### src/coreDefs.sv
package coreDefs;

  // Widths fixed by the ISA
  typedef logic [31:0] word_t;
  typedef logic [4:0]  regAddr_t;
  typedef logic [6:0]  opcode_t;
  typedef logic [2:0]  funct3_t;

  // Immediate formats handled by immGen
  typedef enum logic [1:0] {
    immI = 2'b00,
    immS = 2'b01,
    immU = 2'b10,
    immJ = 2'b11
  } immSel_e;

  // ALU operations
  typedef enum logic [1:0] {
    aluAdd     = 2'b00,
    aluPassB   = 2'b01,
    aluAddClr0 = 2'b10
  } aluOp_e;

  // Writeback sources
  typedef enum logic [1:0] {
    wbMem = 2'b00,
    wbAlu = 2'b01,
    wbPc4 = 2'b10
  } wbSel_e;

  localparam word_t resetPc = 32'h8000_0000;

  // Major opcodes of the kept instructions
  localparam opcode_t opLui    = 7'b0110111;
  localparam opcode_t opAuipc  = 7'b0010111;
  localparam opcode_t opJal    = 7'b1101111;
  localparam opcode_t opJalr   = 7'b1100111;
  localparam opcode_t opLoad   = 7'b0000011;
  localparam opcode_t opStore  = 7'b0100011;
  localparam opcode_t opImm    = 7'b0010011;
  localparam opcode_t opReg    = 7'b0110011;
  localparam opcode_t opSystem = 7'b1110011;

  // funct3 for add, addi and jalr
  localparam funct3_t funct3Add  = 3'b000;
  // funct3 for word loads and stores
  localparam funct3_t funct3Word = 3'b010;

  // Only system word that is accepted
  localparam word_t ebreakWord = 32'h0010_0073;

endpackage

### src/ctrlIf.sv
interface ctrlIf import coreDefs::*; ();

  logic    regWrite;
  logic    memWriteReq;
  logic    ebreak;
  logic    pcSel;
  logic    aSel;
  logic    bSel;
  immSel_e immSel;
  aluOp_e  aluOp;
  wbSel_e  wbSel;

  modport decoder (
    output regWrite, memWriteReq, ebreak, pcSel, aSel, bSel,
    output immSel, aluOp, wbSel
  );

  // Operand, ALU and mux controls only
  modport datapath (
    input aSel, bSel, aluOp, pcSel, wbSel
  );

endinterface

### src/instDecoder.sv
module instDecoder import coreDefs::*; (
  input  word_t          inst,
  ctrlIf.decoder         ctrl,
  output logic           illegal
);

  opcode_t opcode;
  funct3_t funct3;
  logic    funct7Zero;

  assign opcode     = inst[6:0];
  assign funct3     = inst[14:12];
  // add is the only R-type kept, so funct7 must be all zero
  assign funct7Zero = (inst[31:25] == 7'b0);

  always_comb begin
    // Everything low unless a kept instruction matches
    ctrl.regWrite    = 1'b0;
    ctrl.memWriteReq = 1'b0;
    ctrl.ebreak      = 1'b0;
    ctrl.pcSel       = 1'b0;
    ctrl.aSel        = 1'b0;
    ctrl.bSel        = 1'b0;
    ctrl.immSel      = immI;
    ctrl.aluOp       = aluAdd;
    ctrl.wbSel       = wbMem;
    illegal          = 1'b0;

    case (opcode)
      opLui: begin
        ctrl.regWrite = 1'b1;
        ctrl.bSel     = 1'b1;
        ctrl.immSel   = immU;
        ctrl.aluOp    = aluPassB;
        ctrl.wbSel    = wbAlu;
      end
      opAuipc: begin
        ctrl.regWrite = 1'b1;
        ctrl.aSel     = 1'b1;
        ctrl.bSel     = 1'b1;
        ctrl.immSel   = immU;
        ctrl.wbSel    = wbAlu;
      end
      opImm: begin
        if (funct3 == funct3Add) begin
          ctrl.regWrite = 1'b1;
          ctrl.bSel     = 1'b1;
          ctrl.wbSel    = wbAlu;
        end else begin
          illegal = 1'b1;
        end
      end
      opReg: begin
        if (funct3 == funct3Add && funct7Zero) begin
          ctrl.regWrite = 1'b1;
          ctrl.wbSel    = wbAlu;
        end else begin
          illegal = 1'b1;
        end
      end
      opJal: begin
        // Target is pc + immJ and link is pc + 4
        ctrl.regWrite = 1'b1;
        ctrl.pcSel    = 1'b1;
        ctrl.aSel     = 1'b1;
        ctrl.bSel     = 1'b1;
        ctrl.immSel   = immJ;
        ctrl.wbSel    = wbPc4;
      end
      opJalr: begin
        if (funct3 == funct3Add) begin
          ctrl.regWrite = 1'b1;
          ctrl.pcSel    = 1'b1;
          ctrl.bSel     = 1'b1;
          ctrl.aluOp    = aluAddClr0;
          ctrl.wbSel    = wbPc4;
        end else begin
          illegal = 1'b1;
        end
      end
      opLoad: begin
        if (funct3 == funct3Word) begin
          ctrl.regWrite = 1'b1;
          ctrl.bSel     = 1'b1;
          ctrl.wbSel    = wbMem;
        end else begin
          illegal = 1'b1;
        end
      end
      opStore: begin
        if (funct3 == funct3Word) begin
          ctrl.memWriteReq = 1'b1;
          ctrl.bSel        = 1'b1;
          ctrl.immSel      = immS;
        end else begin
          illegal = 1'b1;
        end
      end
      opSystem: begin
        if (inst == ebreakWord) ctrl.ebreak = 1'b1;
        else illegal = 1'b1;
      end
      default: illegal = 1'b1;
    endcase
  end

endmodule

### src/immGen.sv
module immGen import coreDefs::*; (
  input  logic [31:7] instHigh,
  input  immSel_e     immSel,
  output word_t       imm
);

  logic signBit;

  assign signBit = instHigh[31];

  always_comb begin
    unique case (immSel)
      immI: begin
        imm = {{20{signBit}}, instHigh[31:20]};
      end
      immS: begin
        // Split field, upper part sits where funct7 would be
        imm = {{20{signBit}}, instHigh[31:25], instHigh[11:7]};
      end
      immU: begin
        imm = {instHigh[31:12], 12'b0};
      end
      immJ: begin
        // Scrambled J layout, bit 0 is always zero
        imm = {{12{signBit}}, instHigh[19:12], instHigh[20], instHigh[30:21], 1'b0};
      end
      default: begin
        imm = '0;
      end
    endcase
  end

endmodule

### src/registerFile.sv
module registerFile import coreDefs::*; (
  input  logic     clk,
  input  logic     reset,
  input  logic     wen,
  input  regAddr_t waddr,
  input  word_t    wdata,
  input  regAddr_t raddr1,
  input  regAddr_t raddr2,
  output word_t    rdata1,
  output word_t    rdata2
);

  word_t regs [32];

  always_ff @(posedge clk) begin
    if (reset) begin
      for (int i = 0; i < 32; i++) begin
        regs[i] <= '0;
      end
    end else if (wen && waddr != '0) begin
      // x0 is never written so it keeps its reset value of zero
      regs[waddr] <= wdata;
    end
  end

  // Asynchronous reads
  assign rdata1 = regs[raddr1];
  assign rdata2 = regs[raddr2];

  // rd slice from the top must be clean whenever a write happens
  writeAddrKnown: assert property (
    @(posedge clk) disable iff (reset)
      wen |-> !$isunknown(waddr)
  ) else $error("Register write with unknown address");

endmodule

### src/executeUnit.sv
module executeUnit import coreDefs::*; (
  ctrlIf.datapath  ctrl,
  input  word_t    pc,
  input  word_t    rs1Data,
  input  word_t    rs2Data,
  input  word_t    imm,
  input  word_t    memDataR,
  output word_t    aluOut,
  output word_t    nextPc,
  output word_t    wbData
);

  word_t opA;
  word_t opB;
  word_t sum;
  word_t pcPlus4;

  assign opA     = ctrl.aSel ? pc : rs1Data;
  assign opB     = ctrl.bSel ? imm : rs2Data;
  assign sum     = opA + opB;
  assign pcPlus4 = pc + 32'd4;

  always_comb begin
    unique case (ctrl.aluOp)
      aluAdd:     aluOut = sum;
      aluPassB:   aluOut = opB;
      aluAddClr0: aluOut = {sum[31:1], 1'b0};
      default:    aluOut = sum;
    endcase
  end

  // Jumps take the ALU result, everything else falls through
  assign nextPc = ctrl.pcSel ? aluOut : pcPlus4;

  always_comb begin
    unique case (ctrl.wbSel)
      wbMem:   wbData = memDataR;
      wbAlu:   wbData = aluOut;
      wbPc4:   wbData = pcPlus4;
      default: wbData = aluOut;
    endcase
  end

endmodule

### src/pcUnit.sv
module pcUnit import coreDefs::*; (
  input  logic  clk,
  input  logic  reset,
  input  word_t nextPc,
  input  logic  ebreak,
  output word_t pc,
  output logic  halt
);

  always_ff @(posedge clk) begin
    if (reset) begin
      pc   <= resetPc;
      halt <= 1'b0;
    end else if (!halt) begin
      if (ebreak) begin
        // Stop here and keep pointing at the ebreak
        halt <= 1'b1;
      end else begin
        pc <= nextPc;
      end
    end
  end

  // Fetch is word based, so any jump target must stay aligned
  pcAligned: assert property (
    @(posedge clk) disable iff (reset)
      pc[1:0] == 2'b00
  ) else $error("Misaligned pc %h", pc);

endmodule

### src/rvCore.sv
module rvCore import coreDefs::*; (
  input  logic  clk,
  input  logic  reset,
  input  word_t inst,
  input  word_t memDataR,
  output word_t pc,
  output word_t memAddr,
  output word_t memDataW,
  output logic  memWrite,
  output logic  halt,
  output logic  illegal
);

  regAddr_t rs1;
  regAddr_t rs2;
  regAddr_t rd;
  word_t    rs1Data;
  word_t    rs2Data;
  word_t    imm;
  word_t    aluOut;
  word_t    nextPc;
  word_t    wbData;
  logic     regWen;

  ctrlIf ctrl ();

  // Register fields
  assign rs1 = inst[19:15];
  assign rs2 = inst[24:20];
  assign rd  = inst[11:7];

  instDecoder decoder (
    .inst    (inst),
    .ctrl    (ctrl),
    .illegal (illegal)
  );

  immGen immUnit (
    .instHigh (inst[31:7]),
    .immSel   (ctrl.immSel),
    .imm      (imm)
  );

  // No state may change after ebreak or while in reset
  assign regWen   = ctrl.regWrite && !halt && !reset;
  assign memWrite = ctrl.memWriteReq && !halt && !reset;

  registerFile regFile (
    .clk    (clk),
    .reset  (reset),
    .wen    (regWen),
    .waddr  (rd),
    .wdata  (wbData),
    .raddr1 (rs1),
    .raddr2 (rs2),
    .rdata1 (rs1Data),
    .rdata2 (rs2Data)
  );

  executeUnit execute (
    .ctrl     (ctrl),
    .pc       (pc),
    .rs1Data  (rs1Data),
    .rs2Data  (rs2Data),
    .imm      (imm),
    .memDataR (memDataR),
    .aluOut   (aluOut),
    .nextPc   (nextPc),
    .wbData   (wbData)
  );

  // Loads and stores share the ALU address
  assign memAddr  = aluOut;
  assign memDataW = rs2Data;

  pcUnit pcReg (
    .clk    (clk),
    .reset  (reset),
    .nextPc (nextPc),
    .ebreak (ctrl.ebreak),
    .pc     (pc),
    .halt   (halt)
  );

endmodule

### config.mk
export PLATFORM = sky130hd
export DESIGN_NAME = rvCore
export DESIGN_NICKNAME = d
export VERILOG_FILES = /design/src/coreDefs.sv /design/src/ctrlIf.sv /design/src/instDecoder.sv /design/src/immGen.sv /design/src/registerFile.sv /design/src/executeUnit.sv /design/src/pcUnit.sv /design/src/rvCore.sv
export SDC_FILE = /design/constraint.sdc
export NUM_CORES = 2
export LEC_CHECK = 0
export BUFFER_PORTS_ARGS = -buffer_cell sky130_fd_sc_hd__buf_4
export CAP_MARGIN = 25
export CORE_MARGIN = 10
export CORE_UTILIZATION = 60
export CTS_CLUSTER_DIAMETER = 200
export DETAILED_ROUTE_END_ITERATION = 8
export PLACE_DENSITY = 0.77
export SLEW_MARGIN = 20
export SYNTH_ARGS = -nofsm -noshare
export SYNTH_HDL_FRONTEND = slang
export SYNTH_SLANG_ARGS = --single-unit
export TNS_END_PERCENT = 20
### constraint.sdc
create_clock -name clk -period 8.61 [get_ports clk]
set_input_delay 0.861 -clock clk [delete_from_list [all_inputs] [get_ports clk]]
set_output_delay 0.861 -clock clk [all_outputs]
set_load 0.01 [all_outputs]
Word-level counts from Yosys, hierarchy flattened
Memory sizes are Yosys's and may differ from the RTL's. Index checks and enable logic that the tools add are counted.

$add $sub $neg: 2. Equal/unequal tests: 17. Mux-type cells: 38. Bitwise gates (word level): 2. Reduce and logical (&&, ||, !) cells: 20.

Operator list (count): $mux 32 (4); $pmux 32 s2 (2); $pmux 32 s4 (1); $add 32x3->32 const B (1); $add 32x32->32 (1); $eq 32x21->1 const B (1); $reduce_or 32->1 (1); $mux 1 (22); $eq 7x6->1 const B (3); $eq 7x7->1 const B (3); $eq 7x5->1 const B (2); $pmux 2 s5 (1); $eq 2x2->1 const B (4); $reduce_or 2->1 (4); $eq 7x2->1 const B (1); $logic_not 7->1 (1); $logic_and 1x1->1 (6); $pmux 2 s3 (1); $mux 5 (1); $pmux 1 s5 (1); $reduce_bool 5->1 (1); $eq 2x1->1 const B (2); $logic_not 2->1 (2); $pmux 1 s4 (1); 10 further kinds (12).

Flip-flop bits (word level): 33. RAM bits: 1024. Input bits: 66. Output and inout bits: 99. Memories: 1.

Memory list: regFile.regs (words 32, bits a word 32, rd ports 2, clocked after Yosys merged registers in 0, write ports 32, RTL line registerFile.sv:13) `word_t regs [32];`.

Longest topological paths before layout
Depth in word-level cells: 12. Mapped depth: 23.

Cells and area by module
From an unflattened synthesis, not the netlist that was laid out.

Cell total of the unflattened synthesis: 5540. Area total of the unflattened synthesis: 62561.3 µm².

By module, submodules not included: registerFile (times used 1, cells each 4605, area an instance 55942.4 µm²); executeUnit (times used 1, cells each 668, area an instance 4416.7 µm²); pcUnit (times used 1, cells each 148, area an instance 1386.3 µm²); immGen (times used 1, cells each 56, area an instance 432.9 µm²); instDecoder (times used 1, cells each 61, area an instance 367.9 µm²); rvCore (times used 1, cells each 2, area an instance 15.0 µm²).

Worst setup path after synthesis
OpenSTA, ideal clock, no wires.

Kind: input to output. From: input inst[15]. To: output memAddr[28]. Arrival: 5967 ps. Data required time: 7749 ps. Setup slack: 1782 ps. Stages on the path: 17. Path buffers: 5. Cell sequence: clkbuf_1 > buf_1 > buf_1 > clkbuf_1 > mux4_2 > mux4_2 > mux2i_1 > o21ai_0 > ha_1 > clkbuf_1 > a21o_1 > o21bai_1 > a211oi_1 > o21bai_1 > a221oi_1 > nor3b_1 > o41ai_1.

Word-level cells in the longest chain between the ends: 4. Elaborated cells between the ends (all ways): 6. Classes of those cells: add/sub: 1; mux: 4; memory: 1.

RTL lines: start: declaration (RTL line rvCore.sv:4) `input word_t inst,`; $mem_v2 32x32 / $pmux 32 s4 (equally long branches); $mux 32, on equally long branches (RTL line executeUnit.sv:18, executeUnit.sv:19); $add 32x32->32 * (RTL line executeUnit.sv:20) `assign sum = opA + opB;`; $pmux 32 s2 * (RTL line executeUnit.sv:24) `unique case (ctrl.aluOp)`; end: declaration (RTL line rvCore.sv:7) `output word_t memAddr,`.

Mark *: on every way between the ends. The rest lies on a longest branch, timed or not. The select of a mux whose other input is x is not followed.

Final worst setup path
From: input inst[15]. To: output memAddr[24].

Same word-level chain as after synthesis.

==> flow_summary.json <==
{
  "outcome": "completed",
  "power_per_cell_area_nw_per_um2": 199,
  "synth_top_cell_by_area": "sky130_fd_sc_hd__edfxtp_1",
  "route.detailed.drc": 0,
  "timing.hold.worst.class": "reg2reg",
  "finalWeightedCongestion": 0.992,
  "cp_top_family": "compound AO/OA/AOI/OAI gates",
  "synth.yosys.seq_area_share_pct": 54.6,
  "share_of_total_power_consumed_by_net_switching_pct": 27.3,
  "numPortBuffers": 164,
  "synth_async_sr_flop_share_pct": 0,
  "synth.top_cell.area_share_pct": 53.4,
  "place.detailed.instances": 5371,
  "synthTopCellsByArea": "sky130_fd_sc_hd__edfxtp_1 (53%), sky130_fd_sc_hd__mux4_2 (25%), sky130_fd_sc_hd__nor2_1 (7.1%)",
  "maxSlewViolCount": 0,
  "setup_repair_after_global_routing_missed_its_margin": "false",
  "relSlewSlack_pct": 25.0,
  "most-common-layout-cells": "sky130_fd_sc_hd__nor2_1 (1,083), sky130_fd_sc_hd__edfxtp_1 (1,024), sky130_fd_sc_hd__mux4_2 (633), sky130_fd_sc_hd__buf_4 (314), sky130_fd_sc_hd__nand2_1 (188)",
  "dieHeight_um": 330,
  "path_buf_inv": 3,
  "postLayoutSetupSlackWorst_ns": 1.06,
  "synth.distinct_cells": 72,
  "floorplan.core_area_um2": 95200,
  "cts.clk_slew.worst_paths_ns": 0.07,
  "synth_edf_count": 1024,
  "drt_iter0_drc": 8374,
  "tritoncts": "done",
  "worstSkewPairLatency_ns": 0.74,
  "power.share.sequential_pct": 46.1,
  "grt_pass1_vias": 42500,
  "areaGrowthSynthToFinish_pct": 12.0,
  "grt.overflow.total": 0,
  "p_int_mw": 9.30,
  "final_instance_count_without_filler_cells": 5578,
  "routed_wirelength_mm": 221,
  "tritoncts_buffers": 106,
  "multiInputGateArea_um2": 25000,
  "number_of_antenna_violations_at_the_first_check_in_global_routing": 9,
  "postCtsSetupRepairBufs": 0,
  "tns_ns": 0,
  "clock_power_share_pct": 37.4,
  "fill_cells": 6272,
  "crit_path_end_kind": "primary output",
  "synth-seq-cells": 1057,
  "timing_worst_setup_path_type": "in2out",
  "fp-row-count": 113,
  "numClockSinks": 1057,
  "required_ns": 7.75,
  "place_ws_ns": 1.26,
  "placement.cell_area_um2": 60900,
  "switching_power_mw": 3.50,
  "layout_min_cycle_time_ns": 7.55,
  "route.vias.total": 43400,
  "ctsResizeCount": 0,
  "critical-path-slowest-cell": "sky130_fd_sc_hd__a221oi_1",
  "timing.critical_path.arrival_ns": 6.69,
  "finish.utilization_pct": 67.8,
  "cts-root-buf": "sky130_fd_sc_hd__clkbuf_16",
  "synth_warnings": 0,
  "min_period_over_period_pct": 87.7,
  "drt-wirelength-per-cell_um": 39.6,
  "first_pass_grt_wire_length_mm": 308,
  "max-cap-violations": 0,
  "floorplan.die_area_um2": 109000,
  "critical_path_peak_fanout": 40,
  "final_hpwl_from_detailed_placement_mm": 128,
  "gr-usage-all-layers_pct": 40.3,
  "cts-htree-levels": 3,
  "critical_path.cell_chain": "buf_8 > buf_4 > mux4_2 > mux4_2 > mux2i_1 > o21ai_0 > ha_1 > o211ai_1 > a21o_1 > a211o_1 > nand3_1 > a221oi_1 > o31ai_1 > xor2_1 > a22o_1 > buf_4",
  "max-vdd-ir-drop_mv": 0.168,
  "route.detailed.vias_per_inst": 7.78,
  "design.portCount": 165,
  "layout_commonest_cell": "sky130_fd_sc_hd__nor2_1",
  "layout-drive-gt1-share_pct": 28.9,
  "antenna_left": 0,
  "avgSynthCellArea_um2": 13.8,
  "cts_hold_buf": 0,
  "timing.fmax_ghz": 0.132,
  "slowest_delay_ns": 0.85,
  "syn_area_um2": 57600,
  "post-route-cell-area_um2": 64500,
  "register_area_um2": 31400,
  "synthCells": 4162,
  "die_width_um": 330,
  "tightestPinTransition_ns": 1.11,
  "synthFlopType": "sky130_fd_sc_hd__edfxtp_1",
  "final_net_count": 4316,
  "cts-root-to-sink-buffers": 3,
  "setup-violations-final": 0,
  "combPwrFrac_pct": 16.5,
  "worst_clock_skew_ns": 0.0426,
  "initial_utilization_pct": 60.5,
  "final-hold-violation-count": 0,
  "critPathLaunchType": "primary input",
  "drt_pre_antenna_iters": 8,
  "grt_max_degree": 66,
  "power.leakage_nw": 22.9
}
==> sequential cells by signal, indices dropped and copies added (netlist names) <==
signal        flops
regFile.regs   1024
pcReg.pc         32
pcReg.halt        1
==> power by group through the flow <==
stage | registers, mW | logic [mW] | clock network [mW]
4_1_cts | 5.89 | 2.04 | 4.75
2_1_floorplan | 5.96 | 1.21 | 0
5_1_grt | 5.91 | 2.17 | 4.95
3_3_place_gp | 5.98 | 2.02 | 0
6_report | 5.90 | 2.11 | 4.79
3_5_place_dp | 6.00 | 2.03 | 0
==> cells in the mapped netlist, drive strengths merged (16+ instances only) <==
master,count
a21o,18
a21oi,79
a221o,17
a221oi,25
buf,138
clkbuf,286
dfxtp,33
edfxtp,1024
ha,34
inv,46
mux2i,58
mux4,633
nand2,212
nand2b,40
nand3,40
nand4,16
nor2,1086
nor3,21
nor4,19
o21ai,91
xnor2,26
xor2,22
==> layout make-up <==
class | instances | share of cell area, %
clock buffer | 130 | 4.29
clock inverter | 69 | 1.18
antenna | 7 | 0.0272
inverter | 46 | 0.268
sequential | 1057 | 48.7
multi-input combinational | 2666 | 38.7
timing repair buffer | 338 | 4.36
tap | 1265 | 2.45
==> per-layer routing <==
layer  up-vias  track usage, %  part of all wire (%)
met5         -           0.754                  0.11
met4        16            25.6                   8.1
met3      1203            18.2                    19
met2      5002            58.5                    43
met1     21100            48.8                    30
li1      16100               -                     -
==> worst reg2reg max path, cell delays in order, from the launching register on <==
cell and delay, ns:
sky130_fd_sc_hd__edfxtp_1 0.43, sky130_fd_sc_hd__mux4_2 0.47, sky130_fd_sc_hd__mux4_2 0.47, sky130_fd_sc_hd__mux2i_1 0.64, sky130_fd_sc_hd__o21ai_0 0.37, sky130_fd_sc_hd__ha_1 0.45, sky130_fd_sc_hd__a21oi_1 0.33, sky130_fd_sc_hd__a211o_1 0.23
sky130_fd_sc_hd__nand3_1 0.21, sky130_fd_sc_hd__a221oi_1 0.85, sky130_fd_sc_hd__o31ai_1 0.27, sky130_fd_sc_hd__xor2_1 0.25, sky130_fd_sc_hd__a221oi_4 0.35, sky130_fd_sc_hd__buf_4 0.39, sky130_fd_sc_hd__nor2_1 0.13
==> cells by family after synthesis <==
group,share of synthesized area [%]
AOI/OAI and AO/OA,4.06
xor gates and xnor gates,0.730
adders and majority gates,0.774
buffers and inverters,3.31
DFF,54.6
muxes,25.9
other,0.00651
and+or+nand+nor,10.7
==> path summary, 6_finish.rpt <==
| check | cells past startpoint | to | slack, ns | start |
|---|---|---|---|---|
| setup reg to reg | 14 | regFile.regs[22][24]$_SDFFCE_PN0P_ | 2.50 | regFile.regs[17][5]$_SDFFCE_PN0P_ |
| setup / recovery | 16 | memAddr[24] | 1.06 | inst[15] |
| hold / removal | 2 | pcReg.pc[1]$_SDFFE_PP0P_ | 0.56 | pcReg.pc[1]$_SDFFE_PP0P_ |
| hold reg to reg | 2 | pcReg.pc[1]$_SDFFE_PP0P_ | 0.56 | pcReg.pc[1]$_SDFFE_PP0P_ |
==> through the flow <==
step / power (mW) / hold WS, ns
6_report: 12.8 / 0.559
5_1_grt: 13.0 / 0.568
4_1_cts: 12.7 / 0.548
3_5_place_dp: 8.02 / 0.535
3_3_place_gp: 7.99 / 0.507
2_1_floorplan: 7.17 / 0.519
Power figures use the tool's default switching activity.
